==> config.mk <==
export PLATFORM = sky130hd
export DESIGN_NAME = fetch_unit
export DESIGN_NICKNAME = d
export VERILOG_FILES = /design/src/rv_isa_pkg.sv /design/src/fetch_unit.sv
export SDC_FILE = /design/constraint.sdc
export NUM_CORES = 1
export LEC_CHECK = 0
export BUFFER_PORTS_ARGS = -buffer_cell sky130_fd_sc_hd__buf_2
export CAP_MARGIN = 15
export CORE_MARGIN = 4
export CORE_UTILIZATION = 50
export CTS_CLUSTER_DIAMETER = 60
export DETAILED_ROUTE_END_ITERATION = 8
export GPL_TIMING_DRIVEN = 0
export HOLD_SLACK_MARGIN = 0.15
export PLACE_DENSITY = 0.94
export SYNTH_ARGS = -nofsm -noshare
export SYNTH_HDL_FRONTEND = slang
export SYNTH_SLANG_ARGS = --single-unit
==> constraint.sdc <==
create_clock -name clk -period 3.2 [get_ports clk]
set_input_delay 0.32 -clock clk [delete_from_list [all_inputs] [get_ports clk]]
set_output_delay 0.32 -clock clk [all_outputs]
set_load 0.01 [all_outputs]
==> src/rv_isa_pkg.sv <==
`default_nettype none

package rv_isa_pkg;

   typedef logic [31:0] word_t;
   typedef logic [4:0]  reg_idx_t;
   typedef logic [2:0]  funct3_t;

   typedef enum logic [6:0] {
      OPC_OP     = 7'b0110011,
      OPC_OP_IMM = 7'b0010011,
      OPC_LUI    = 7'b0110111,
      OPC_LOAD   = 7'b0000011,
      OPC_STORE  = 7'b0100011,
      OPC_BRANCH = 7'b1100011,
      OPC_JAL    = 7'b1101111
   } opcode_e;

   // funct3 of register-register ops
   typedef enum logic [2:0] {
      F3_ADD_SUB = 3'b000,
      F3_SLT     = 3'b010,
      F3_XOR     = 3'b100,
      F3_OR      = 3'b110,
      F3_AND     = 3'b111
   } funct3_op_e;

   typedef enum logic [6:0] {
      F7_BASE = 7'b0000000,
      F7_ALT  = 7'b0100000   // SUB
   } funct7_e;

   localparam funct3_t F3_ADDI = 3'b000;
   localparam funct3_t F3_WORD = 3'b010;   // LW and SW
   localparam funct3_t F3_BEQ  = 3'b000;
   localparam funct3_t F3_BNE  = 3'b001;

   typedef enum logic [2:0] {
      ALU_ADD,
      ALU_SUB,
      ALU_AND,
      ALU_OR,
      ALU_XOR,
      ALU_SLT,
      ALU_PASS_B
   } alu_op_e;

   localparam word_t NOP_WORD = 32'h0000_0013;   // addi x0, x0, 0

endpackage

`default_nettype wire

==> src/fetch_unit.sv <==
`timescale 1ns/1ps
`default_nettype none

module fetch_unit (
   input  logic              clk,
   input  logic              reset,
   input  logic              hold_i,
   input  logic              redirect_i,
   input  rv_isa_pkg::word_t target_i,
   output logic              fetch_req_o,
   output rv_isa_pkg::word_t fetch_addr_o,
   output rv_isa_pkg::word_t pc_o
);

   rv_isa_pkg::word_t pc;

   // Redirect beats hold
   always_ff @(posedge clk) begin
      if (reset) begin
         pc <= '0;
      end else if (redirect_i) begin
         pc <= target_i;
      end else if (!hold_i) begin
         pc <= pc + 32'd4;
      end
   end

   // Grant is resolved against the data port in the top
   assign fetch_req_o  = 1'b1;
   assign fetch_addr_o = pc;
   assign pc_o         = pc;

   a_target_aligned : assert property (
      @(posedge clk) disable iff (reset)
      redirect_i |-> (target_i[1:0] == 2'b00)
   ) else $error("fetch_unit: misaligned redirect target %h", target_i);

endmodule

`default_nettype wire

[Word level (Yosys, flattened, before mapping)]
Cells that the tools add are included.
Storage, ports and cells
  bits in registers: 32
  input port bits: 36
Cells by class
  equal/unequal tests: 1
  add/sub/neg operators: 1
  multiplexer cells: 2
Operators with widths (number)
  two-way mux 32 bit: 2
  adder 32 x 3 -> 32 bit (second input constant): 1
  inequality test 2 x 1 -> 1 bit (second input constant): 1

[Depth between registers and ports, before layout]
Gate-level depths: netlist (run 1).
  depth after elaboration: 3
  depth in mapped cells: 7
  gate-level depth less buffers: 5

[Worst setup path after synthesis (run 1)]
OpenSTA, ideal clock, no wires.
  path type: register to register
  start point: reg pc[2], in the netlist fetch_addr_o[2]
  end point: reg pc[28], in the netlist fetch_addr_o[28]
  slack: 1270 ps
  setup time: 91 ps
  path buffers: 0
  required time: 3109 ps
  data arrival time: 1839 ps
  stages on the path, launching flop included: 6
  cell sequence: dfxtp_1 -> ha_1 -> nand2_1 -> or4b_1 -> or4_1 -> a311oi_1
Between the ends
  word-level cells in the longest chain between the ends: 3
Ends and longest elaborated chain
  start: declaration: RTL line fetch_unit.sv:15  | rv_isa_pkg::word_t pc;
  start signal: assignment: RTL line fetch_unit.sv:22  | pc <= target_i;
  start signal: assignment: RTL line fetch_unit.sv:24  | pc <= pc + 32'd4;
  adder 32 x 3 -> 32 bit: RTL line fetch_unit.sv:24
  two-way mux 32 bit: RTL line fetch_unit.sv:23  | end else if (!hold_i) begin
  two-way mux 32 bit: RTL line fetch_unit.sv:21  | end else if (redirect_i) begin
Every way passes these cells. The select of a mux whose other input is x is not followed.
A chain may end at the register's enable or synchronous reset.

[Worst setup path in the final report (run 1)]
  start point: reg pc[2], in the netlist fetch_addr_o[2]
  end point: reg pc[22], in the netlist fetch_addr_o[22]
The elaborated chain is that of the path after synthesis.

==> results of run 1 <==
[report_power, final]
part / switching, mW / internal, mW
clock network: 0.160 / 0.172
logic: 0.114 / 0.119
registers: 0.0492 / 0.426
[cell usage after synthesis (all sizes together) (2+ instances only)]
master / instances / share of area
nor2b: 3 / 0.0088
a311oi: 7 / 0.029
and2: 3 / 0.0088
nor2: 29 / 0.051
nor4: 8 / 0.023
mux2i: 3 / 0.014
buf: 36 / 0.12
a211oi: 9 / 0.032
nand4: 14 / 0.048
nand3b: 2 / 0.0070
o31ai: 5 / 0.018
a21oi: 4 / 0.0094
clkbuf: 10 / 0.018
or3: 5 / 0.015
xnor2: 3 / 0.012
and4: 4 / 0.016
o2111a: 3 / 0.016
inv: 6 / 0.011
nand3: 8 / 0.019
xor2: 6 / 0.025
o21ai: 5 / 0.012
nand2: 20 / 0.035
or4: 5 / 0.018
nand2b: 3 / 0.0088
or2: 2 / 0.0059
a311o: 2 / 0.0094
dfxtp: 32 / 0.30
nor3: 5 / 0.012
a2111oi: 6 / 0.028
[layer usage]
| layer | up-vias | track usage |
|---|---|---|
| met5 | - | 0 |
| met4 | 0 | 0.1004 |
| met3 | 8 | 0.06566 |
| met2 | 146 | 0.3873 |
| met1 | 1149 | 0.2999 |
| li1 | 1171 | - |
[logic make-up after synthesis]
kind of cell	count (synthesis)	synth area share
simple gates	118	0.3059
buf+inv	52	0.1503
compound gates	49	0.1844
flops	32	0.3006
xor+xnor	9	0.03700
mux	3	0.01409
fa+ha+maj	1	0.005871
other cells	1	0.001760
[per-stage QoR]
stage | util | instance area, sq um | setup slack (ps) | total power, mW
after floorplan | - | 2131 | 1270 | 0.6109
after global placement | 0.6614 | 2684 | 982.8 | 0.7062
after detailed placement | 0.6614 | 2684 | 905.2 | 0.7146
after CTS | 0.6842 | 2776 | 1045 | 1.040
after global routing | 0.6842 | 2776 | 762.3 | 1.083
final | 0.6842 | 2776 | 997.2 | 1.040
[final cells by class]
type | instances | area [sq um]
Clock buffer | 6 | 82.58
Sequential cell | 32 | 640.6
Inverter | 6 | 22.52
Tap cell | 50 | 62.56
Buffer | 46 | 297.8
Clock inverter | 2 | 10.01
Timing Repair Buffer | 98 | 490.5
Fill cell | 346 | 1281
Multi-Input combinational cell | 181 | 1170
[worst max-delay path by stage]
stage	start	to	slack, ps	cells after the start
2_1_floorplan	fetch_addr_o[2]$_SDFFE_PP0N_	fetch_addr_o[28]$_SDFFE_PP0N_	1270	5
3_3_place_gp	redirect_i	fetch_addr_o[2]$_SDFFE_PP0N_	980	7
3_5_place_dp	redirect_i	fetch_addr_o[2]$_SDFFE_PP0N_	910	7
4_1_cts	fetch_addr_o[2]$_SDFFE_PP0N_	fetch_addr_o[22]$_SDFFE_PP0N_	1040	5
5_1_grt	fetch_addr_o[8]$_SDFFE_PP0N_	fetch_addr_o[30]$_SDFFE_PP0N_	760	4
6_report	fetch_addr_o[2]$_SDFFE_PP0N_	fetch_addr_o[22]$_SDFFE_PP0N_	1000	5
[tightest hold or removal path: stages]
cell and delay, ps:
buf_2 70, mux2i_1 50, nor2_1 70
==> qor.yml, run 1 <==
die:
  die_w_microns: 73.28
  ios: 101
  start_util: 0.5251
  dieHeight_microns: 73.28
  rows: 23
  core_sq_um: 4058
  die-area_sq_um: 5370
synth:
  synth-seq-cells: 32
  yosysWarnings: 0
  yosysSeqAreaShare: 0.3006
  postSynthCellCount: 265
  synth-async-reset-ratio: 0
  syn_area_per_cell_sq_um: 8.041
  netlist_area_sq_um: 2131
  synth_flop_cell: "dfxtp_1"
  synth-edff-count: 0
  synthDistinctLibCells: 51
  syn_nets: 302
global_routing:
  grt_pass1_wl_microns: 10010
  grt_pass1_vias: 2198
  grt_max_degree: 11
  track_usage: 0.2400
  overflow: 0
  antenna_found_initial: 0
drt:
  dr_wl_met2_microns: 3187
  wire_per_inst_microns: 15.60
  routed_wl_microns: 6568
  route.vias.total: 2474
  drc: 0
  via_per_inst: 5.876
  met1_length_microns: 2576
  firstDrtPassIters: 4
  ant_nets: 0
  top_layer: "met4"
  met3_length_microns: 708
  drtIter0Drc: 217
timing:
  period_share: 0.6884
  rsz0062_at_grt: "no"
  fmax_mhz: 454.0
  tightestPinTransition_ps: 761.9
  setup_viol: 0
  post-route-min-period_ps: 2203
  hold_slack_ps: 260.9
  fin_setup_tns_ps: 0
  slew_viol_final: 0
  finClkSkew_ps: 7.354
  hold_viol: 0
  max_slew_margin: 0.4882
clock_network:
  ctsResizeCount: 0
  cts.sink_count: 32
  cts_tree: "done"
  cts_buffer_depth: 2
  htree_levels: 2
  cts_setup_buffers: 0
  cts_hold_buffers: 0
  cts_inserted_buffers: 5
  cts-root-buf: "clkbuf_8"
  clk_pin_slew_worst_paths_ps: 70
  clk_latency_ps: 300
layout:
  mostFrequentLayoutCell: "buf_2"
  fin_nets: 407
  layout-drive-gt1-share: 0.3881
  final_cell_mix: "buf_2 (99), buf_4 (33), dfxtp_1 (32)"
  largest_register_ffs: 32
  diodes: 0
  area_growth_pct: 30.30
  layout.cells.non_filler: 421
worst_setup_path:
  reg2reg_to: "fetch_addr_o[22]$_SDFFE_PP0N_"
  path_cells: "ha_1 -> nor2b_1 -> nand2b_1 -> or3_1 -> a2111oi_1"
  reg2reg_slack_ps: 1000
  path_class: "reg2reg"
  cp_num_buf_inv: 0
  crit_family: "simple AND/OR/NAND/NOR gates"
  end_kind: "register"
  required_ps: 3380
  cpMaxStageDelayCell: "dfxtp_1"
  arrival_ps: 2380
  slowest_delay_ps: 500
  reg2reg_depth: 5
  crit_path_max_fanout: 8
  start_kind: "register"
  r2r-start: "fetch_addr_o[2]$_SDFFE_PP0N_"
placed_design:
  place_inst: 413
  finalWeightedCongestion: 0.8732
  hpwlAfterDp_microns: 4951
  io_buffers: 98
outcome:
  outcome: "finished, final reports clean"
power:
  peakVddDrop_mv: 0.2387
  p_leak_nw: 1.252
  power_density_nw_per_um2: 374.4
worst_hold_path:
  min_from: "target_i[0]"
  min_path_type: "in2reg"
  whs_path_depth: 3
  holdPathEnd: "fetch_addr_o[0]$_SDFFE_PP0P_"
job:
  cap_viol_max_count: 0
No activity file was read; power rests on OpenSTA's default activity.
==> run 2: changes to the inputs <==
- CORE_UTILIZATION: 50 -> 42
- PLACE_DENSITY: 0.94 -> 0.85
- clock period: 3.2 -> 1.9 ns (I/O delays scaled with it)
==> run 2 against run 1 <==
Against the previous run: total power up 82%; final cell count up 10%; utilization down 3.0 points; critical path depth unchanged; sequential power up 68%; clock power up 96%; clock skew down 4.9 ps; maximum frequency up 16%; critical path type unchanged.
==> qor.yml, run 2 (synthesis results as in run 1) <==
worst_hold_path:
  min_path_type: "in2reg"
worst_setup_path:
  end_kind: "register"
  path_class: "reg2reg"
  crit_path_max_fanout: 8  # unchanged
  arrival_ps: 2080  # -300 ps
  required_ps: 2080  # -1300 ps
  start_kind: "register"
layout:
  multi_input_area_sq_um: 1237  # +5.8%
  mostFrequentLayoutCell: "buf_2"
  diodes: 0  # unchanged
  final_cell_mix: "buf_2 (98), buf_4 (54), nor2_1 (29)"
  fillerInstances: 410  # +18%
  fin_nets: 432  # +6.1%
  largest_register_ffs: 32  # unchanged
  ff_latch_area_sq_um: 705.7  # +10%
  area_growth_pct: 47.86
  layout-drive-gt1-share: 0.5025  # +0.1144
die:
  core_sq_um: 4817  # +19%
  dieHeight_microns: 79.23  # +8.1%
  ios: 101  # unchanged
  die_w_microns: 79.23  # +8.1%
  start_util: 0.4423  # -0.08279
  rows: 25  # +8.7%
  die-area_sq_um: 6277  # +17%
timing:
  slew_viol_final: 0  # unchanged
  fin_setup_tns_ps: 0  # unchanged
  fmax_mhz: 526.5  # +16%
  fin_ws_ps: 0.7025  # -996.5 ps
  finClkSkew_ps: 2.443  # -4.911 ps
  setup_viol: 0  # unchanged
  period_share: 0.9996  # +0.3113
  hold_slack_ps: 152.0  # -108.9 ps
  rsz0062_at_grt: "yes"
  hold_viol: 0  # unchanged
  max_slew_margin: 0.5202  # +0.03206
  tightestPinTransition_ps: 714.2  # -47.72 ps
  post-route-min-period_ps: 1899  # -303.5 ps
drt:
  drtIter0Drc: 270  # +24%
  routed_wl_microns: 7752  # +18%
  firstDrtPassIters: 5  # +1
  route.vias.total: 2741  # +11%
  drc: 0  # unchanged
  wire_per_inst_microns: 16.74  # +7.3%
  ant_nets: 0  # unchanged
  via_per_inst: 5.920  # +0.74%
clock_network:
  cts_inserted_buffers: 5  # unchanged
  cts_tree: "done"
  clk_pin_slew_worst_paths_ps: 70  # about the same
  cts_buffer_depth: 2  # unchanged
  clk_latency_ps: 290  # about the same
  cts-root-buf: "clkbuf_8"
  cts.sink_count: 32  # unchanged
  htree_levels: 2  # unchanged
global_routing:
  track_usage: 0.2176  # -0.02247
  grt_pass1_wl_microns: 10940  # +9.4%
  use_met1: 0.2655  # -0.03445
  busiest_layer: "met2"
  grt_pass1_vias: 2299  # +4.6%
  antenna_found_initial: 0  # unchanged
  grt_max_degree: 11  # unchanged
  met2_usage: 0.3645  # -0.02281
  met3_usage: 0.05215  # -0.01351
  overflow: 0  # unchanged
placed_design:
  hpwlAfterDp_microns: 5016  # +1.3%
  io_buffers: 98  # unchanged
  pre_cts_slack_ps: -226.3  # -1131 ps
  finalWeightedCongestion: 0.8890  # +1.8%
outcome:
  outcome: "finished, final reports clean"
power:
  p_leak_nw: 1.413  # +13%
  peakVddDrop_mv: 0.3464  # +45%
  power_density_nw_per_um2: 601.9  # +61%
job:
  cap_viol_max_count: 0  # unchanged
[run 2: cell types whose count changed in the layout (fill, tap and decap cells not counted), sizes merged]
cell	previous run	this run
buf	134	155
dlygate4sd3	0	4
clkinv	2	1
bufinv	0	1
[run 2: layout make-up]
type | instances | area share
tap | 67 | 0.02661
clock inverter | 2 | 0.01112
clock buffer | 6 | 0.02303
buffer | 46 | 0.09690
multi-input combinational | 181 | 0.3928
timing repair buffer | 123 | 0.2184
inverter | 6 | 0.007149
sequential | 32 | 0.2240
[run 2: report_power, final]
group | internal [mW] | switching (mW) | leakage, nW
logic | 0.231 | 0.215 | 1.08
clock network | 0.389 | 0.261 | 0.0552
registers | 0.717 | 0.0837 | 0.277
[run 2: stage by stage]
stage                     cells  area [sq um]    util  power, mW
final                       463          3151  0.6540      1.896
after global routing        463          3151  0.6540      1.970
after CTS                   446          2933  0.6088      1.853
after detailed placement    430          2710  0.5626      1.207
after global placement      430          2710  0.5626      1.195
after floorplan             265          2136       -      1.030
[run 2: repair_timing]
action | in CTS | in global routing
setup buffers | 4 | 17
resized for setup | 23 | 30
hold endpoints to repair | 4 | 0
hold buffers | 4 | 0
pin swaps | 3 | 7
setup endpoints to repair | 10 | 17
[run 2: critical path, cell delays in order (launching register included)]
cell      delay, ps
dfxtp_4         370
nand4_1         220
or3_1           400
buf_6           150
or4_1           520
o2111a_1        130
[run 2: metal layers]
| layer | vias to the layer above | wire (microns) |
|---|---|---|
| met1 | 1283 | 2986 |
| li1 | 1227 | - |
| met4 | 0 | 290 |
| met2 | 197 | 3690 |
| met5 | - | 0 |
| met3 | 34 | 785 |
[run 2: final timing paths]
check                                              startpoint                       endpoint  slack, ps  cells after the start
worst max register to register  fetch_addr_o[11]$_SDFFE_PP0N_  fetch_addr_o[26]$_SDFFE_PP0N_        0.7                      5
worst min register to register   fetch_addr_o[0]$_SDFFE_PP0P_   fetch_addr_o[0]$_SDFFE_PP0P_        520                      2
worst max-delay path            fetch_addr_o[11]$_SDFFE_PP0N_  fetch_addr_o[26]$_SDFFE_PP0N_        0.7                      5
worst min-delay path                             target_i[20]  fetch_addr_o[20]$_SDFFE_PP0N_        150                      3
==> run 3: changes to the inputs <==
- CORE_MARGIN: 4 -> 1
- RECOVER_POWER: not set -> 100
==> run 3 against run 2 <==
Against the previous run: the run now ends with setup timing left; die area shrank 15%; total power down 0.80%; sequential cell count did not move; hold slack got worse by 6.5 ps; routed wire length is 6.0% lower; sequential share of layout area barely moved; count of clock-buffer cells in the layout unchanged; register-to-register slack worse by 50 ps; final cell count decreased by 0.43%; sequential power hardly changed; critical path depth unchanged; largest power group unchanged.
==> qor.yml, run 3 (synthesis results as in run 1) <==
outcome:
  outcome: "finished with violations"
  violations: "setup timing"
worst_setup_path:
  crit_path_max_fanout: 8  # unchanged
  cpMaxStageDelayCell: "or4_1"
  required_ps: 2080  # about the same
  reg2reg_depth: 5  # unchanged
  path_depth: 5  # unchanged
  path_cells: "nand4_1 -> or3_4 -> buf_6 -> or4_1 -> o2111a_1"
  reg2reg_to: "fetch_addr_o[26]$_SDFFE_PP0N_"
  crit_family: "simple AND/OR/NAND/NOR gates"
  start_kind: "register"
  path_class: "reg2reg"
  slowest_delay_ps: 530  # about the same
  cp_num_buf_inv: 1  # unchanged
  end_kind: "register"
  r2r-start: "fetch_addr_o[10]$_SDFFE_PP0N_"
  reg2reg_slack_ps: -50  # -50 ps
  arrival_ps: 2140  # +60 ps
worst_hold_path:
  min_path_type: "in2reg"
  min_from: "target_i[30]"
  holdPathEnd: "fetch_addr_o[30]$_SDFFE_PP0N_"
  whs_path_depth: 3  # unchanged
layout:
  largest_register_ffs: 32  # unchanged
  layout-drive-gt1-share: 0.4797  # -0.02283
  stdcell_area_sq_um: 3120  # -0.95%
  mostFrequentLayoutCell: "buf_2"
  area_growth_pct: 46.45
  fin_util: 0.6478  # -0.006234
  fillerInstances: 400  # -2.4%
  final_cell_mix: "buf_2 (96), buf_4 (52), nor2_1 (29)"
  diodes: 0  # unchanged
  fin_nets: 430  # -0.46%
drt:
  via_per_inst: 5.777  # -2.4%
  routed_wl_microns: 7287  # -6.0%
  met3_length_microns: 774  # -1.4%
  drc: 0  # unchanged
  top_layer: "met4"
  firstDrtPassIters: 5  # unchanged
  drtIter0Drc: 290  # +7.4%
  ant_nets: 0  # unchanged
  wire_per_inst_microns: 15.81  # -5.6%
  route.vias.total: 2663  # -2.8%
  dr_wl_met2_microns: 3437  # -6.9%
  met1_length_microns: 2920  # -2.2%
timing:
  period_share: 1.028  # +0.02816
  finClkSkew_ps: 3.615  # +1.173 ps
  fin_ws_ps: -52.80  # -53.50 ps
  fmax_mhz: 512.1  # -2.7%
  max_slew_margin: 0.5309  # +0.01072
  rsz0062_at_grt: "yes"
  slew_viol_final: 0  # unchanged
  hold_slack_ps: 145.5  # -6.463 ps
  hold_viol: 0  # unchanged
  tightestPinTransition_ps: 698.2  # -15.96 ps
  setup_viol: 2  # +2
  post-route-min-period_ps: 1953  # +53.50 ps
  fin_setup_tns_ps: -77.34  # -77.34 ps
global_routing:
  antenna_found_initial: 0  # unchanged
  track_usage: 0.2496  # +0.03200
  grt_pass1_vias: 2211  # -3.8%
  grt_pass1_wl_microns: 10290  # -6.0%
  grt_max_degree: 11  # unchanged
  overflow: 0  # unchanged
die:
  ios: 101  # unchanged
  dieHeight_microns: 73.23  # -7.6%
  core_sq_um: 4817  # unchanged
  rows: 25  # unchanged
  die_w_microns: 73.23  # -7.6%
  start_util: 0.4423  # unchanged
  die-area_sq_um: 5362  # -15%
power:
  netSwitchingFraction: 0.2923  # -0.002810
  p_clk_frac: 0.345  # +0.002
  comb_power_share: 0.231  # -0.004
  power.switching_mw: 0.5499  # -1.7%
  p_total_mw: 1.881  # -0.80%
  peakVddDrop_mv: 0.3287  # -5.1%
  power_density_nw_per_um2: 602.8  # +0.15%
  p_seq_frac: 0.424  # +0.002
  internal_power_mw: 1.331  # -0.41%
  p_leak_nw: 1.388  # -1.8%
clock_network:
  cts-root-buf: "clkbuf_8"
  cts.sink_count: 32  # unchanged
  cts_inserted_buffers: 5  # unchanged
  clk_latency_ps: 290  # about the same
  cts_tree: "done"
  clk_pin_slew_worst_paths_ps: 60  # about the same
  cts_buffer_depth: 2  # unchanged
  htree_levels: 2  # unchanged
placed_design:
  hpwlAfterDp_microns: 4703  # -6.2%
  io_buffers: 98  # unchanged
  finalWeightedCongestion: 0.8407  # -5.4%
  dpl_cell_area_sq_um: 2710  # unchanged
job:
  cap_viol_max_count: 0  # unchanged
-- run 3: layout make-up --
cell class                 instances  area (sq um)  share of cell area
multi-input combinational        181          1232              0.3949
sequential                        32         698.2              0.2237
timing repair buffer             121         670.6              0.2149
buffer                            46         305.3             0.09783
tap                               67         83.83             0.02686
clock buffer                       6         72.57             0.02326
clock inverter                     2         35.03             0.01123
inverter                           6         22.52            0.007217
-- run 3: metrics by stage --
step	instances	worst slack, ps
floorplan	265	-12.11
global placement	430	-190.2
detailed placement	430	-256.1
CTS	447	-39.29
global route	461	-83.61
finish	461	-52.80
-- run 3: tightest hold or removal path, stage by stage --
cell and delay [ps]:
buf_2 100, inv_1 40, a2111oi_1 60
-- run 3: power groups by stage --
stage	sequential, mW	clock (mW)	combinational, mW
finish	0.798	0.648	0.435
detailed placement	0.814	0	0.388
CTS	0.803	0.648	0.401
global placement	0.812	0	0.380
floorplan	0.819	0	0.211
global route	0.806	0.676	0.469
-- run 3: timing repair --
action,CTS,global route
setup buffers,5,14
endpoints found under the setup margin,10,16
cloned,0,0
pin swaps,2,6
gates resized for setup,23,24
hold buffers,4,0
endpoints found under the hold margin,4,0
-- run 3: how the worst max path moves through the flow --
stage,startpoint,endpoint,slack [ps]
after floorplan,fetch_addr_o[3]$_SDFFE_PP0N_,fetch_addr_o[28]$_SDFFE_PP0N_,-10
after global placement,fetch_addr_o[3]$_SDFFE_PP0N_,fetch_addr_o[22]$_SDFFE_PP0N_,-190
final,fetch_addr_o[10]$_SDFFE_PP0N_,fetch_addr_o[26]$_SDFFE_PP0N_,-50
after global routing,fetch_addr_o[9]$_SDFFE_PP0N_,fetch_addr_o[22]$_SDFFE_PP0N_,-80
after detailed placement,fetch_addr_o[3]$_SDFFE_PP0N_,fetch_addr_o[22]$_SDFFE_PP0N_,-260
after CTS,fetch_addr_o[8]$_SDFFE_PP0N_,fetch_addr_o[18]$_SDFFE_PP0N_,-40
-- run 3: layer usage --
layer / vias up / GRT usage
met5: - / 0
met4: 0 / 0.1329
met3: 24 / 0.04282
met2: 213 / 0.4043
met1: 1210 / 0.3153
li1: 1216 / -
