==> config.mk <==
export PLATFORM = sky130hd
export DESIGN_NAME = decode_unit
export DESIGN_NICKNAME = d
export VERILOG_FILES = /design/src/rv_isa_pkg.sv /design/src/rv_pipe_pkg.sv /design/src/decode_unit.sv
export SDC_FILE = /design/constraint.sdc
export NUM_CORES = 1
export LEC_CHECK = 0
export BUFFER_PORTS_ARGS = -buffer_cell sky130_fd_sc_hd__buf_4
export CORE_MARGIN = 2
export CORE_UTILIZATION = 37
export DETAILED_ROUTE_END_ITERATION = 16
export PLACE_DENSITY = 0.95
export SYNTH_ARGS = -nofsm -noshare
export SYNTH_HDL_FRONTEND = slang
export SYNTH_SLANG_ARGS = --single-unit
==> constraint.sdc <==
create_clock -name vclk -period 5.8
set_clock_uncertainty 0.1 [all_clocks]
set_input_delay 1.74 -clock vclk [all_inputs]
set_output_delay 1.74 -clock vclk [all_outputs]
set_load 0.1 [all_outputs]
==> src/rv_isa_pkg.sv <==
`default_nettype none

package rv_isa_pkg;

   typedef logic [31:0] word_t;
   typedef logic [4:0]  reg_idx_t;
   typedef logic [2:0]  funct3_t;

   typedef enum logic [6:0] {
      OPC_OP     = 7'b0110011,
      OPC_OP_IMM = 7'b0010011,
      OPC_LUI    = 7'b0110111,
      OPC_LOAD   = 7'b0000011,
      OPC_STORE  = 7'b0100011,
      OPC_BRANCH = 7'b1100011,
      OPC_JAL    = 7'b1101111
   } opcode_e;

   // funct3 of register-register ops
   typedef enum logic [2:0] {
      F3_ADD_SUB = 3'b000,
      F3_SLT     = 3'b010,
      F3_XOR     = 3'b100,
      F3_OR      = 3'b110,
      F3_AND     = 3'b111
   } funct3_op_e;

   typedef enum logic [6:0] {
      F7_BASE = 7'b0000000,
      F7_ALT  = 7'b0100000   // SUB
   } funct7_e;

   localparam funct3_t F3_ADDI = 3'b000;
   localparam funct3_t F3_WORD = 3'b010;   // LW and SW
   localparam funct3_t F3_BEQ  = 3'b000;
   localparam funct3_t F3_BNE  = 3'b001;

   typedef enum logic [2:0] {
      ALU_ADD,
      ALU_SUB,
      ALU_AND,
      ALU_OR,
      ALU_XOR,
      ALU_SLT,
      ALU_PASS_B
   } alu_op_e;

   localparam word_t NOP_WORD = 32'h0000_0013;   // addi x0, x0, 0

endpackage

`default_nettype wire

==> src/rv_pipe_pkg.sv <==
`default_nettype none

package rv_pipe_pkg;

   localparam int MEM_WORDS  = 1024;
   localparam int MEM_ADDR_W = 10;

   typedef logic [MEM_ADDR_W-1:0] mem_addr_t;

   typedef struct packed {
      rv_isa_pkg::alu_op_e alu_op;
      logic                use_imm;
      logic                reg_write;
      logic                mem_read;
      logic                mem_write;
      logic                is_branch;
      logic                branch_ne;   // BNE when set, else BEQ
      logic                is_jal;
   } ctrl_t;

   typedef struct packed {
      logic              valid;
      rv_isa_pkg::word_t pc;
      rv_isa_pkg::word_t instr;
   } if_id_t;

   typedef struct packed {
      logic                 valid;
      rv_isa_pkg::word_t    pc;
      rv_isa_pkg::reg_idx_t rs1;
      rv_isa_pkg::reg_idx_t rs2;
      rv_isa_pkg::reg_idx_t rd;
      rv_isa_pkg::word_t    op1;
      rv_isa_pkg::word_t    op2;
      rv_isa_pkg::word_t    imm;
      ctrl_t                ctrl;
   } id_ex_t;

   typedef struct packed {
      logic                 valid;
      rv_isa_pkg::word_t    pc;
      rv_isa_pkg::reg_idx_t rd;
      rv_isa_pkg::word_t    alu_result;
      rv_isa_pkg::word_t    store_data;
      ctrl_t                ctrl;
   } ex_mem_t;

   typedef struct packed {
      logic                 valid;
      rv_isa_pkg::word_t    pc;
      rv_isa_pkg::reg_idx_t rd;
      rv_isa_pkg::word_t    result;
      logic                 reg_write;
   } mem_wb_t;

   typedef struct packed {
      logic                 valid;
      rv_isa_pkg::word_t    pc;
      rv_isa_pkg::reg_idx_t rd;
      rv_isa_pkg::word_t    wdata;
      logic                 we;
   } retire_t;

   // Empty decode slot
   localparam if_id_t IF_BUBBLE = '{valid: 1'b0, pc: '0, instr: rv_isa_pkg::NOP_WORD};

endpackage

`default_nettype wire

==> src/decode_unit.sv <==
`timescale 1ns/1ps
`default_nettype none

module decode_unit (
   input  rv_isa_pkg::word_t    instr_i,
   output rv_isa_pkg::reg_idx_t rs1_o,
   output rv_isa_pkg::reg_idx_t rs2_o,
   output rv_isa_pkg::reg_idx_t rd_o,
   output rv_isa_pkg::word_t    imm_o,
   output rv_pipe_pkg::ctrl_t   ctrl_o
);

   rv_isa_pkg::opcode_e opcode;
   rv_isa_pkg::funct3_t funct3;
   logic [6:0]          funct7;
   logic                op_legal;
   logic                use_rs1;
   logic                use_rs2;

   assign opcode   = rv_isa_pkg::opcode_e'(instr_i[6:0]);
   assign funct3   = instr_i[14:12];
   assign funct7   = instr_i[31:25];
   assign op_legal = (funct7 == rv_isa_pkg::F7_BASE) ||
                     (funct7 == rv_isa_pkg::F7_ALT && funct3 == rv_isa_pkg::F3_ADD_SUB);

   assign rd_o  = instr_i[11:7];
   assign rs1_o = use_rs1 ? instr_i[19:15] : '0;   // Unused sources read x0
   assign rs2_o = use_rs2 ? instr_i[24:20] : '0;

   always_comb begin
      ctrl_o  = '0;
      use_rs1 = 1'b0;
      use_rs2 = 1'b0;
      imm_o   = {{20{instr_i[31]}}, instr_i[31:20]};
      case (opcode)
         rv_isa_pkg::OPC_OP: begin
            use_rs1          = 1'b1;
            use_rs2          = 1'b1;
            ctrl_o.reg_write = op_legal;
            case (funct3)
               rv_isa_pkg::F3_ADD_SUB: ctrl_o.alu_op = (funct7 == rv_isa_pkg::F7_ALT) ?
                                                       rv_isa_pkg::ALU_SUB : rv_isa_pkg::ALU_ADD;
               rv_isa_pkg::F3_SLT: ctrl_o.alu_op = rv_isa_pkg::ALU_SLT;
               rv_isa_pkg::F3_XOR: ctrl_o.alu_op = rv_isa_pkg::ALU_XOR;
               rv_isa_pkg::F3_OR:  ctrl_o.alu_op = rv_isa_pkg::ALU_OR;
               rv_isa_pkg::F3_AND: ctrl_o.alu_op = rv_isa_pkg::ALU_AND;
               default:            ctrl_o.reg_write = 1'b0;
            endcase
         end
         rv_isa_pkg::OPC_OP_IMM: begin
            use_rs1          = 1'b1;
            ctrl_o.use_imm   = 1'b1;
            ctrl_o.reg_write = (funct3 == rv_isa_pkg::F3_ADDI);   // ADDI only
         end
         rv_isa_pkg::OPC_LUI: begin
            imm_o            = {instr_i[31:12], 12'b0};
            ctrl_o.alu_op    = rv_isa_pkg::ALU_PASS_B;
            ctrl_o.use_imm   = 1'b1;
            ctrl_o.reg_write = 1'b1;
         end
         rv_isa_pkg::OPC_LOAD: begin
            use_rs1          = 1'b1;
            ctrl_o.use_imm   = 1'b1;
            ctrl_o.reg_write = (funct3 == rv_isa_pkg::F3_WORD);
            ctrl_o.mem_read  = (funct3 == rv_isa_pkg::F3_WORD);
         end
         rv_isa_pkg::OPC_STORE: begin
            use_rs1          = 1'b1;
            use_rs2          = 1'b1;
            imm_o            = {{20{instr_i[31]}}, instr_i[31:25], instr_i[11:7]};
            ctrl_o.use_imm   = 1'b1;
            ctrl_o.mem_write = (funct3 == rv_isa_pkg::F3_WORD);
         end
         rv_isa_pkg::OPC_BRANCH: begin
            use_rs1          = 1'b1;
            use_rs2          = 1'b1;
            imm_o            = {{19{instr_i[31]}}, instr_i[31], instr_i[7],
                                instr_i[30:25], instr_i[11:8], 1'b0};
            ctrl_o.is_branch = (funct3 == rv_isa_pkg::F3_BEQ) || (funct3 == rv_isa_pkg::F3_BNE);
            ctrl_o.branch_ne = (funct3 == rv_isa_pkg::F3_BNE);
         end
         rv_isa_pkg::OPC_JAL: begin
            imm_o            = {{11{instr_i[31]}}, instr_i[31], instr_i[19:12],
                                instr_i[20], instr_i[30:21], 1'b0};
            ctrl_o.reg_write = 1'b1;
            ctrl_o.is_jal    = 1'b1;
         end
         default: ctrl_o = '0;   // Unsupported, behaves as NOP
      endcase
   end

endmodule

`default_nettype wire

Word level (Yosys, flattened, before mapping)
Index checks and enable logic that the tools add are counted.
- eq/ne operators: 13
- reductions and logical operators: 10
- muxes and demuxes: 15
- operators with widths (kind ; count):
    $pmux W31 S4 ; 1
    $eq A7 B6 Y1 const B ; 4
    $pmux W3 S5 ; 1
    $eq A7 B7 Y1 const B ; 2
    $mux W5 ; 2
    $reduce_or A5 Y1 ; 2
    $eq A3 B3 Y1 const B ; 3
    $mux W1 ; 8
    $eq A7 B2 Y1 const B ; 1
    $eq A7 B5 Y1 const B ; 1
    $logic_not A7 Y1 ; 1
    $pmux W3 S2 ; 1
    $pmux W1 S4 ; 1
    $reduce_or A4 Y1 ; 1
    $eq A3 B1 Y1 const B ; 1
    $eq A3 B2 Y1 const B ; 1
    $logic_not A3 Y1 ; 1
    $reduce_or A3 Y1 ; 1
    $logic_or A1 B1 Y1 ; 2
    $mux W2 ; 1
    $reduce_or A2 Y1 ; 1
    $logic_and A1 B1 Y1 ; 1
- bits in registers: 0
- word-level logic and storage cells: 38
- output and inout bits: 57

Depth between registers and ports, before layout
Gate-level depths: netlist of the first run.
- word-level depth: 5
- gate-level depth with buffers: 6
- mapped depth without buffers: 4

Least setup slack after synthesis of the first run
OpenSTA, ideal clock, no wires.
- path type: input to output
- from: in instr_i[6]
- to: out ctrl_o[1] (netlist bit)
- data arrival time: 5921 ps
- slack: -1961 ps
- buffers on the path: 1
- stages on the path: 4
- path through: buf_2 > nand3b_1 > nor4_1 > and2_1
- RTL lines (element ; line ; source):
    from (decl) ; decode_unit.sv:5 ; input rv_isa_pkg::word_t instr_i,
    to (decl) ; decode_unit.sv:10 ; output rv_pipe_pkg::ctrl_t ctrl_o

Final worst setup path of the first run
- from: in instr_i[1]
- to: out imm_o[19]
- cells in the longest elaborated chain, start to end: 2
- elaborated cells between the ends (all ways): 5
- ends and longest elaborated chain (element ; line ; source):
    $eq A7 B7 Y1 or $eq A7 B6 Y1 (tied branches) ; decode_unit.sv:35 ; case (opcode)
    $pmux W31 S4 * ; decode_unit.sv:35 ;
    to (decl) ; decode_unit.sv:9 ; output rv_isa_pkg::word_t imm_o,
Every way passes the cells marked *; elsewhere a longest branch is shown, timed or not.

==> flow_metrics.tcl, run 1 <==
set metrics [dict create \
    worstPathMaxFanout 20 \
    nNetsFinal 218 \
    via_per_inst 5.21 \
    drtIter0Drc 21 \
    critPathArrivalTime_ns 3.34 \
    path_class "input port to output port" \
    drive_gt1_share_pct 55.4 \
    p_leak_nw 0.794 \
    synthToLayoutAreaGrowth_pct 89.1 \
    avgSynthCellArea_sq_um 6.88 \
    max-slew-margin-rel_pct 66.0 \
    port_buffers 89 \
    globalRouteOverflowTotal 0 \
    gp_congestion 0.768 \
    die_area_sq_mm 0.00236 \
    start_util_pct 38.3 \
    finalHoldViolations 0 \
    ys_types 36 \
    holdBufCountCts 0 \
    worstMarginPinSlew_ns 0.508 \
    dr.pass1.iters 4 \
    num_antenna_cells 0 \
    syn_area_sq_um 736 \
    core_sq_mm 0.00192 \
    grt_setup_unrepaired "no" \
    grtUsageTotal_pct 21.8 \
    syn_nets 139 \
    final_max_slew_viol_count 0 \
    antenna_found_initial 0 \
    post-route-min-period_ns 5.18 \
    power_density_mw_per_mm2 141 \
    worstPathRequired_ns 3.96 \
    routedWlPerCell_microns 13.4 \
    drcViolationCount 0 \
    grt_max_degree 21 \
    first_global_vias 914 \
    seq_cell_count 0 \
    post_cts_buffers 0 \
    grt_first_pass_wirelength_mm 4.30 \
    num_rows 16 \
    worst_hold_slack_ns 3.72 \
    critPathLaunchType "input port" \
    max_cap_viol_count 0 \
    cp-end-kind "output port" \
    hpwl_mm 2.40 \
    synth_cells 107 \
    synth-warning-count 0 \
    ys_seq_area_share_pct 0 \
    fmax_mhz 193 \
    boundaryPins 89 \
    hp-class "input port to output port" \
    vias 1100 \
    holdPathStages 2 \
    n_clock_buffer 0 \
    seq_area_sq_um 0 \
    die_y_microns 48.6 \
    setup_viol 0 \
    wirelength_mm 2.83 \
    finalCritPeriodShare_pct 89.3 \
    outcome "finished, final reports clean" \
    cts_resized 0 \
    postLayoutCellArea_sq_mm 0.00139 \
    ir_worst_vdd_mv 0.0900 \
    finalSetupTns_ns 0 \
    dpl_cell_area_sq_mm 0.00139 \
    ant_nets 0 \
    fp.dieW_microns 48.6 \
]
## through the flow
stage                     total power [mW]  utilization, %  cells  setup slack [ns]
after global routing                 0.202            72.4    211             0.530
after CTS                            0.197            72.4    211             0.617
final                                0.196            72.4    211             0.620
after global placement               0.194            72.4    211             0.715
after floorplan                      0.148               -    107            -0.702
after detailed placement             0.197            72.4    211             0.620
## synth_stat cells (2+ instances only)
library cell	instances	share of area, %
a21o_1	19	19
and2_1	12	10
nand2_1	12	6.1
buf_4	9	9.2
nor2b_1	7	6.0
a22o_1	4	4.8
nor2_1	4	2.0
nor4_1	4	3.4
clkbuf_1	3	1.5
inv_1	2	1.0
nand2b_1	2	1.7
nand3b_1	2	2.0
nor3_1	2	1.4
or3_1	2	1.7
xnor2_1	2	2.4
## layout by cell type (no fill, tap or decap)
cell type / instances
inv_1: 2
o32ai_2: 1
and4b_1: 1
o22ai_1: 1
nor2_1: 4
xnor2_1: 2
o211ai_1: 1
and4bb_2: 1
a22o_1: 4
nand3b_1: 2
nand2_1: 12
nand4bb_4: 1
nand4b_1: 1
or3_1: 2
nor2b_1: 7
nor4_1: 2
a21o_1: 19
buf_4: 90
and2_1: 12
or3_4: 1
nor3b_2: 1
nor3_1: 1
nand3_1: 1
o31ai_2: 1
o21ai_1: 1
nand2b_1: 2
a41oi_1: 1
o21a_1: 1
nor4_2: 3
a211o_1: 1
o31a_1: 1
o31a_2: 1
or2_1: 1
nor3_2: 2
## power breakdown
part / switching, mW / internal (mW)
logic: 0.149 / 0.0475
registers: 0 / 0
clock network: 0 / 0
total: 0.149 / 0.0475
## layer usage
layer | track usage, % | vias to the layer above | wire length (microns)
li1 | - | 539 | -
met1 | 26.1 | 511 | 1060
met2 | 41.7 | 50 | 1500
met3 | 4.94 | 0 | 267
met4 | 0 | 0 | 0
met5 | 0 | - | 0
## worst max-delay path, stage by stage
cell and delay, ns:
buf_4 0.10, nand2_1 0.13, nor4_2 0.26, buf_4 0.26, or2_1 0.35, a21o_1 0.19
buf_4 0.29
## path summary, 6_finish.rpt
check,start,end,slack [ns]
hold / removal,instr_i[7],rd_o[0],3.72
setup / recovery,instr_i[1],imm_o[19],0.62
## final cells by class
cell class                 instances  area (sq um)
inverter                           2          7.51
timing repair buffer              90           676
tap                               27          33.8
multi-input combinational         92           674
fill                             151           531
## cell families after synthesis
group | synth area share [%]
buffers and inverters | 12.4
AOI/OAI and AO/OA | 34.9
xor gates and xnor gates | 2.38
and+or+nand+nor | 50.3
(Power assumes the default switching activity.)
==> run 2, diff against run 1 <==
--- a/config.mk
+++ b/config.mk
@@ -9,7 +9,10 @@
 export CORE_MARGIN = 2
 export CORE_UTILIZATION = 37
 export DETAILED_ROUTE_END_ITERATION = 16
+export GPL_ROUTABILITY_DRIVEN = 0
 export PLACE_DENSITY = 0.95
+export REMOVE_ABC_BUFFERS = 1
+export SKIP_LAST_GASP = 1
 export SYNTH_ARGS = -nofsm -noshare
 export SYNTH_HDL_FRONTEND = slang
 export SYNTH_SLANG_ARGS = --single-unit
==> run 2 against run 1 <==
Against the previous run:
- total power down 0.14%
- utilization down 1.1 points
- die area unchanged
- global-route usage is 0.32 points higher
- worst setup slack better by 0.16 ns
- sequential share of layout area is the same
- largest cell class unchanged
- highest routed layer is now met4
==> flow_metrics.tcl, run 2 (synthesis results as in run 1) <==
set metrics [dict create \
    hpwl_mm 2.41 \
    routedWlPerCell_microns 13.9 \
    pwr-share-comb_pct 100.0 \
    worstMarginPinSlew_ns 0.470 \
    finalCritPeriodShare_pct 86.5 \
    drive_gt1_share_pct 52.7 \
    switching_power_mw 0.149 \
    post-route-min-period_ns 5.02 \
    die_y_microns 48.6 \
    nNetsFinal 218 \
    sequentialPowerShare_pct 0 \
    worstPathRequired_ns 3.96 \
    fin_ws_ns 0.784 \
    finalSetupTns_ns 0 \
    boundaryPins 89 \
    vias 1122 \
    cp-end-kind "output port" \
    outcome "finished, final reports clean" \
    slowest_delay_ns 0.41 \
    finalHoldViolations 0 \
    num_rows 16 \
    hp-class "input port to output port" \
    critPathTopFamily "simple AND/OR/NAND/NOR gates" \
    ant_nets 0 \
    fillCellCount 169 \
    final_max_slew_viol_count 0 \
    cp_num_buf_inv 2 \
    grt_setup_unrepaired "no" \
    seq_area_sq_um 0 \
    grt_first_pass_wirelength_mm 4.40 \
    multi_input_area_sq_um 653 \
    via_per_inst 5.32 \
    grtUsageTotal_pct 22.1 \
    holdBufCountCts 0 \
    cpMostUsedCell "buf_4" \
    drcViolationCount 0 \
    path_class "input port to output port" \
    dp_slack_ns 0.791 \
    critPathLaunchType "input port" \
    seq_cell_count 0 \
    place_inst 211 \
    power_density_mw_per_mm2 143 \
    mostFrequentLayoutCells "90 x buf_4, 19 x a21o_1, 12 x nand2_1, 12 x and2_1, 7 x nor2b_1" \
    final-instance-count-excl-fill 211 \
    p_leak_nw 0.793 \
    start_util_pct 38.3 \
    cts_resized 0 \
    postLayoutCoreUtil_pct 71.3 \
    antenna_found_initial 0 \
    setup_viol 0 \
    clockPowerShare_pct 0 \
    ir_worst_vdd_mv 0.0833 \
    core_sq_mm 0.00192 \
    max_cap_viol_count 0 \
    max-slew-margin-rel_pct 68.5 \
    port_buffers 89 \
    p_sw_share_pct 75.8 \
    drtIter0Drc 20 \
    wirelength_mm 2.92 \
    post_cts_buffers 0 \
    globalRouteOverflowTotal 0 \
    fp.dieW_microns 48.6 \
    path_cells "buf_4 > nand4bb_4 > or3_4 > and4b_1 > a211o_1 > buf_4" \
    p_int_mw 0.0474 \
    critPathArrivalTime_ns 3.18 \
    cp_slowest_cell "or3_4" \
    num_antenna_cells 0 \
    grt_max_degree 19 \
    die_area_sq_mm 0.00236 \
    synthToLayoutAreaGrowth_pct 86.2 \
    final_common_cell "buf_4" \
    fmax_mhz 199 \
    dr.pass1.iters 4 \
    n_clock_buffer 0 \
    worstPathMaxFanout 7 \
    first_global_vias 1028 \
]
-- run 2: cell types whose count changed in the layout (fill, tap and decap cells not counted) --
| cell | previous run | this run |
|---|---|---|
| nor3_1 | 1 | 2 |
| o31ai_2 | 1 | 0 |
| o32ai_1 | 0 | 1 |
| o21ai_1 | 1 | 0 |
| nor3_2 | 2 | 1 |
| o21ai_0 | 0 | 1 |
| o31ai_1 | 0 | 1 |
| o32ai_2 | 1 | 0 |
| nor4_1 | 2 | 4 |
| nor4_4 | 0 | 1 |
| nor4_2 | 3 | 0 |
-- run 2: path summary, 6_finish.rpt --
| kind | from | end | cells past startpoint |
|---|---|---|---|
| setup / recovery | instr_i[3] | ctrl_o[5] | 6 |
| hold / removal | instr_i[11] | rd_o[4] | 2 |
-- run 2: final cells by class --
type | instances | share of cell area (%)
multi-input cells | 92 | 47.7
inverters | 2 | 0.548
repair buffers | 90 | 49.3
well taps | 27 | 2.47
-- run 2: metrics by stage --
step,area (sq um),power (mW),hold WS (ns)
finish,1370,0.196,3.72
global route,1370,0.202,3.72
CTS,1370,0.196,3.72
detailed placement,1370,0.196,3.72
global placement,1370,0.194,3.72
floorplan,652,0.125,3.38
-- run 2: power groups by stage --
stage | clock, mW | sequential, mW | combinational [mW]
2_1_floorplan | 0 | 0 | 0.125
3_3_place_gp | 0 | 0 | 0.194
3_5_place_dp | 0 | 0 | 0.196
4_1_cts | 0 | 0 | 0.196
5_1_grt | 0 | 0 | 0.202
6_report | 0 | 0 | 0.196
-- run 2: metal layers --
metal  track usage (%)  vias up  wire [microns]
met1              24.4      503            1080
li1                  -      541               -
met5                 0        -               0
met4              4.29        0              27
met3              5.25        4             334
met2              42.6       74            1480
==> run 3, diff against run 2 <==
--- a/config.mk
+++ b/config.mk
@@ -10,7 +10,7 @@
 export CORE_UTILIZATION = 37
 export DETAILED_ROUTE_END_ITERATION = 16
 export GPL_ROUTABILITY_DRIVEN = 0
-export PLACE_DENSITY = 0.95
+export PLACE_DENSITY_LB_ADDON = 0.12
 export REMOVE_ABC_BUFFERS = 1
 export SKIP_LAST_GASP = 1
 export SYNTH_ARGS = -nofsm -noshare
==> run 3 against run 2 <==
Against the previous run:
- wire length down 8.2%
- sequential share of layout area unchanged
- largest cell class unchanged
- worst setup slack worse by 0.15 ns
==> flow_metrics.tcl, run 3 (synthesis results as in run 1) <==
set metrics [dict create \
    max_cap_viol_count 0 \
    core_sq_mm 0.00192 \
    hpwl_mm 2.25 \
    critPathArrivalTime_ns 3.33 \
    power_density_mw_per_mm2 142 \
    num_antenna_cells 0 \
    critPathLaunchType "input port" \
    post-route-min-period_ns 5.17 \
    multi_input_area_sq_um 644 \
    post_cts_buffers 0 \
    finalCritPeriodShare_pct 89.1 \
    fmax_mhz 193 \
    ant_nets 0 \
    ir_worst_vdd_mv 0.0796 \
    final-instance-count-excl-fill 212 \
    path_class "input port to output port" \
    synthToLayoutAreaGrowth_pct 86.1 \
    routedWlPerCell_microns 12.7 \
    drtIter0Drc 14 \
    cp-end-kind "output port" \
    hp-class "input port to output port" \
    setup_viol 0 \
    worstMarginPinSlew_ns 0.529 \
    worstPathRequired_ns 3.96 \
    worst_hold_slack_ns 3.72 \
    boundaryPins 89 \
    final_common_cell "buf_4" \
    globalRouteOverflowTotal 0 \
    n_clock_buffer 0 \
    cts_resized 0 \
    first_global_vias 1038 \
    final_max_slew_viol_count 0 \
    max-slew-margin-rel_pct 64.6 \
    grt_max_degree 15 \
    seq_cell_count 0 \
    start_util_pct 38.3 \
    fp.dieW_microns 48.6 \
    via_per_inst 5.25 \
    wirelength_mm 2.68 \
    finalHoldViolations 0 \
    vias 1113 \
    nNetsFinal 219 \
    antenna_found_initial 0 \
    grt_setup_unrepaired "no" \
    grt_first_pass_wirelength_mm 4.23 \
    total_power_mw 0.195 \
    drive_gt1_share_pct 53.0 \
    grtUsageTotal_pct 20.8 \
    p_leak_nw 0.795 \
    mostFrequentLayoutCells "91 x buf_4, 19 x a21o_1, 12 x nand2_1, 12 x and2_1, 7 x nor2b_1" \
    fillCellCount 157 \
    outcome "finished, final reports clean" \
    die_y_microns 48.6 \
    postLayoutCoreUtil_pct 71.2 \
    dr.pass1.iters 4 \
    drcViolationCount 0 \
    place_inst 212 \
    worstPathMaxFanout 14 \
    holdBufCountCts 0 \
    die_area_sq_mm 0.00236 \
    port_buffers 89 \
    seq_area_sq_um 0 \
    num_rows 16 \
]
## run 3: final cells by class
class | instances | share of cell area (%)
well taps | 27 | 2.47
repair buffers | 91 | 49.9
inverters | 2 | 0.548
multi-input cells | 92 | 47.1
## run 3: path summary, 6_finish.rpt
| kind | startpoint | to | slack (ns) | depth (start not counted) |
|---|---|---|---|---|
| setup / recovery | instr_i[1] | imm_o[15] | 0.63 | 7 |
| hold / removal | instr_i[9] | rd_o[2] | 3.72 | 2 |
## run 3: critical path, stage by stage
cell	delay, ns
buf_4	0.10
nand2_1	0.15
nor4_2	0.32
buf_4	0.24
or2_1	0.31
a21o_1	0.17
buf_4	0.29
## run 3: metrics by stage
stage	instance area, sq um	TNS, ns	worst slack, ns
6_report	1370	0	0.630
5_1_grt	1370	0	0.535
4_1_cts	1370	0	0.629
3_5_place_dp	1370	0	0.641
3_3_place_gp	1370	0	0.710
2_1_floorplan	652	-9.63	-1.94
## run 3: power by group
group          leakage [nW]  internal, mW  total, mW  switching, mW
Sequential                0             0          0              0
Combinational         0.795        0.0473      0.195          0.147
Clock                     0             0          0              0
## run 3: routing by layer
metal,track usage (%),vias up,share of wire (%)
li1,-,546,-
met1,23.3,506,39
met2,42.1,61,52
met3,4.32,0,9.4
met4,0.476,0,0
met5,0,-,0
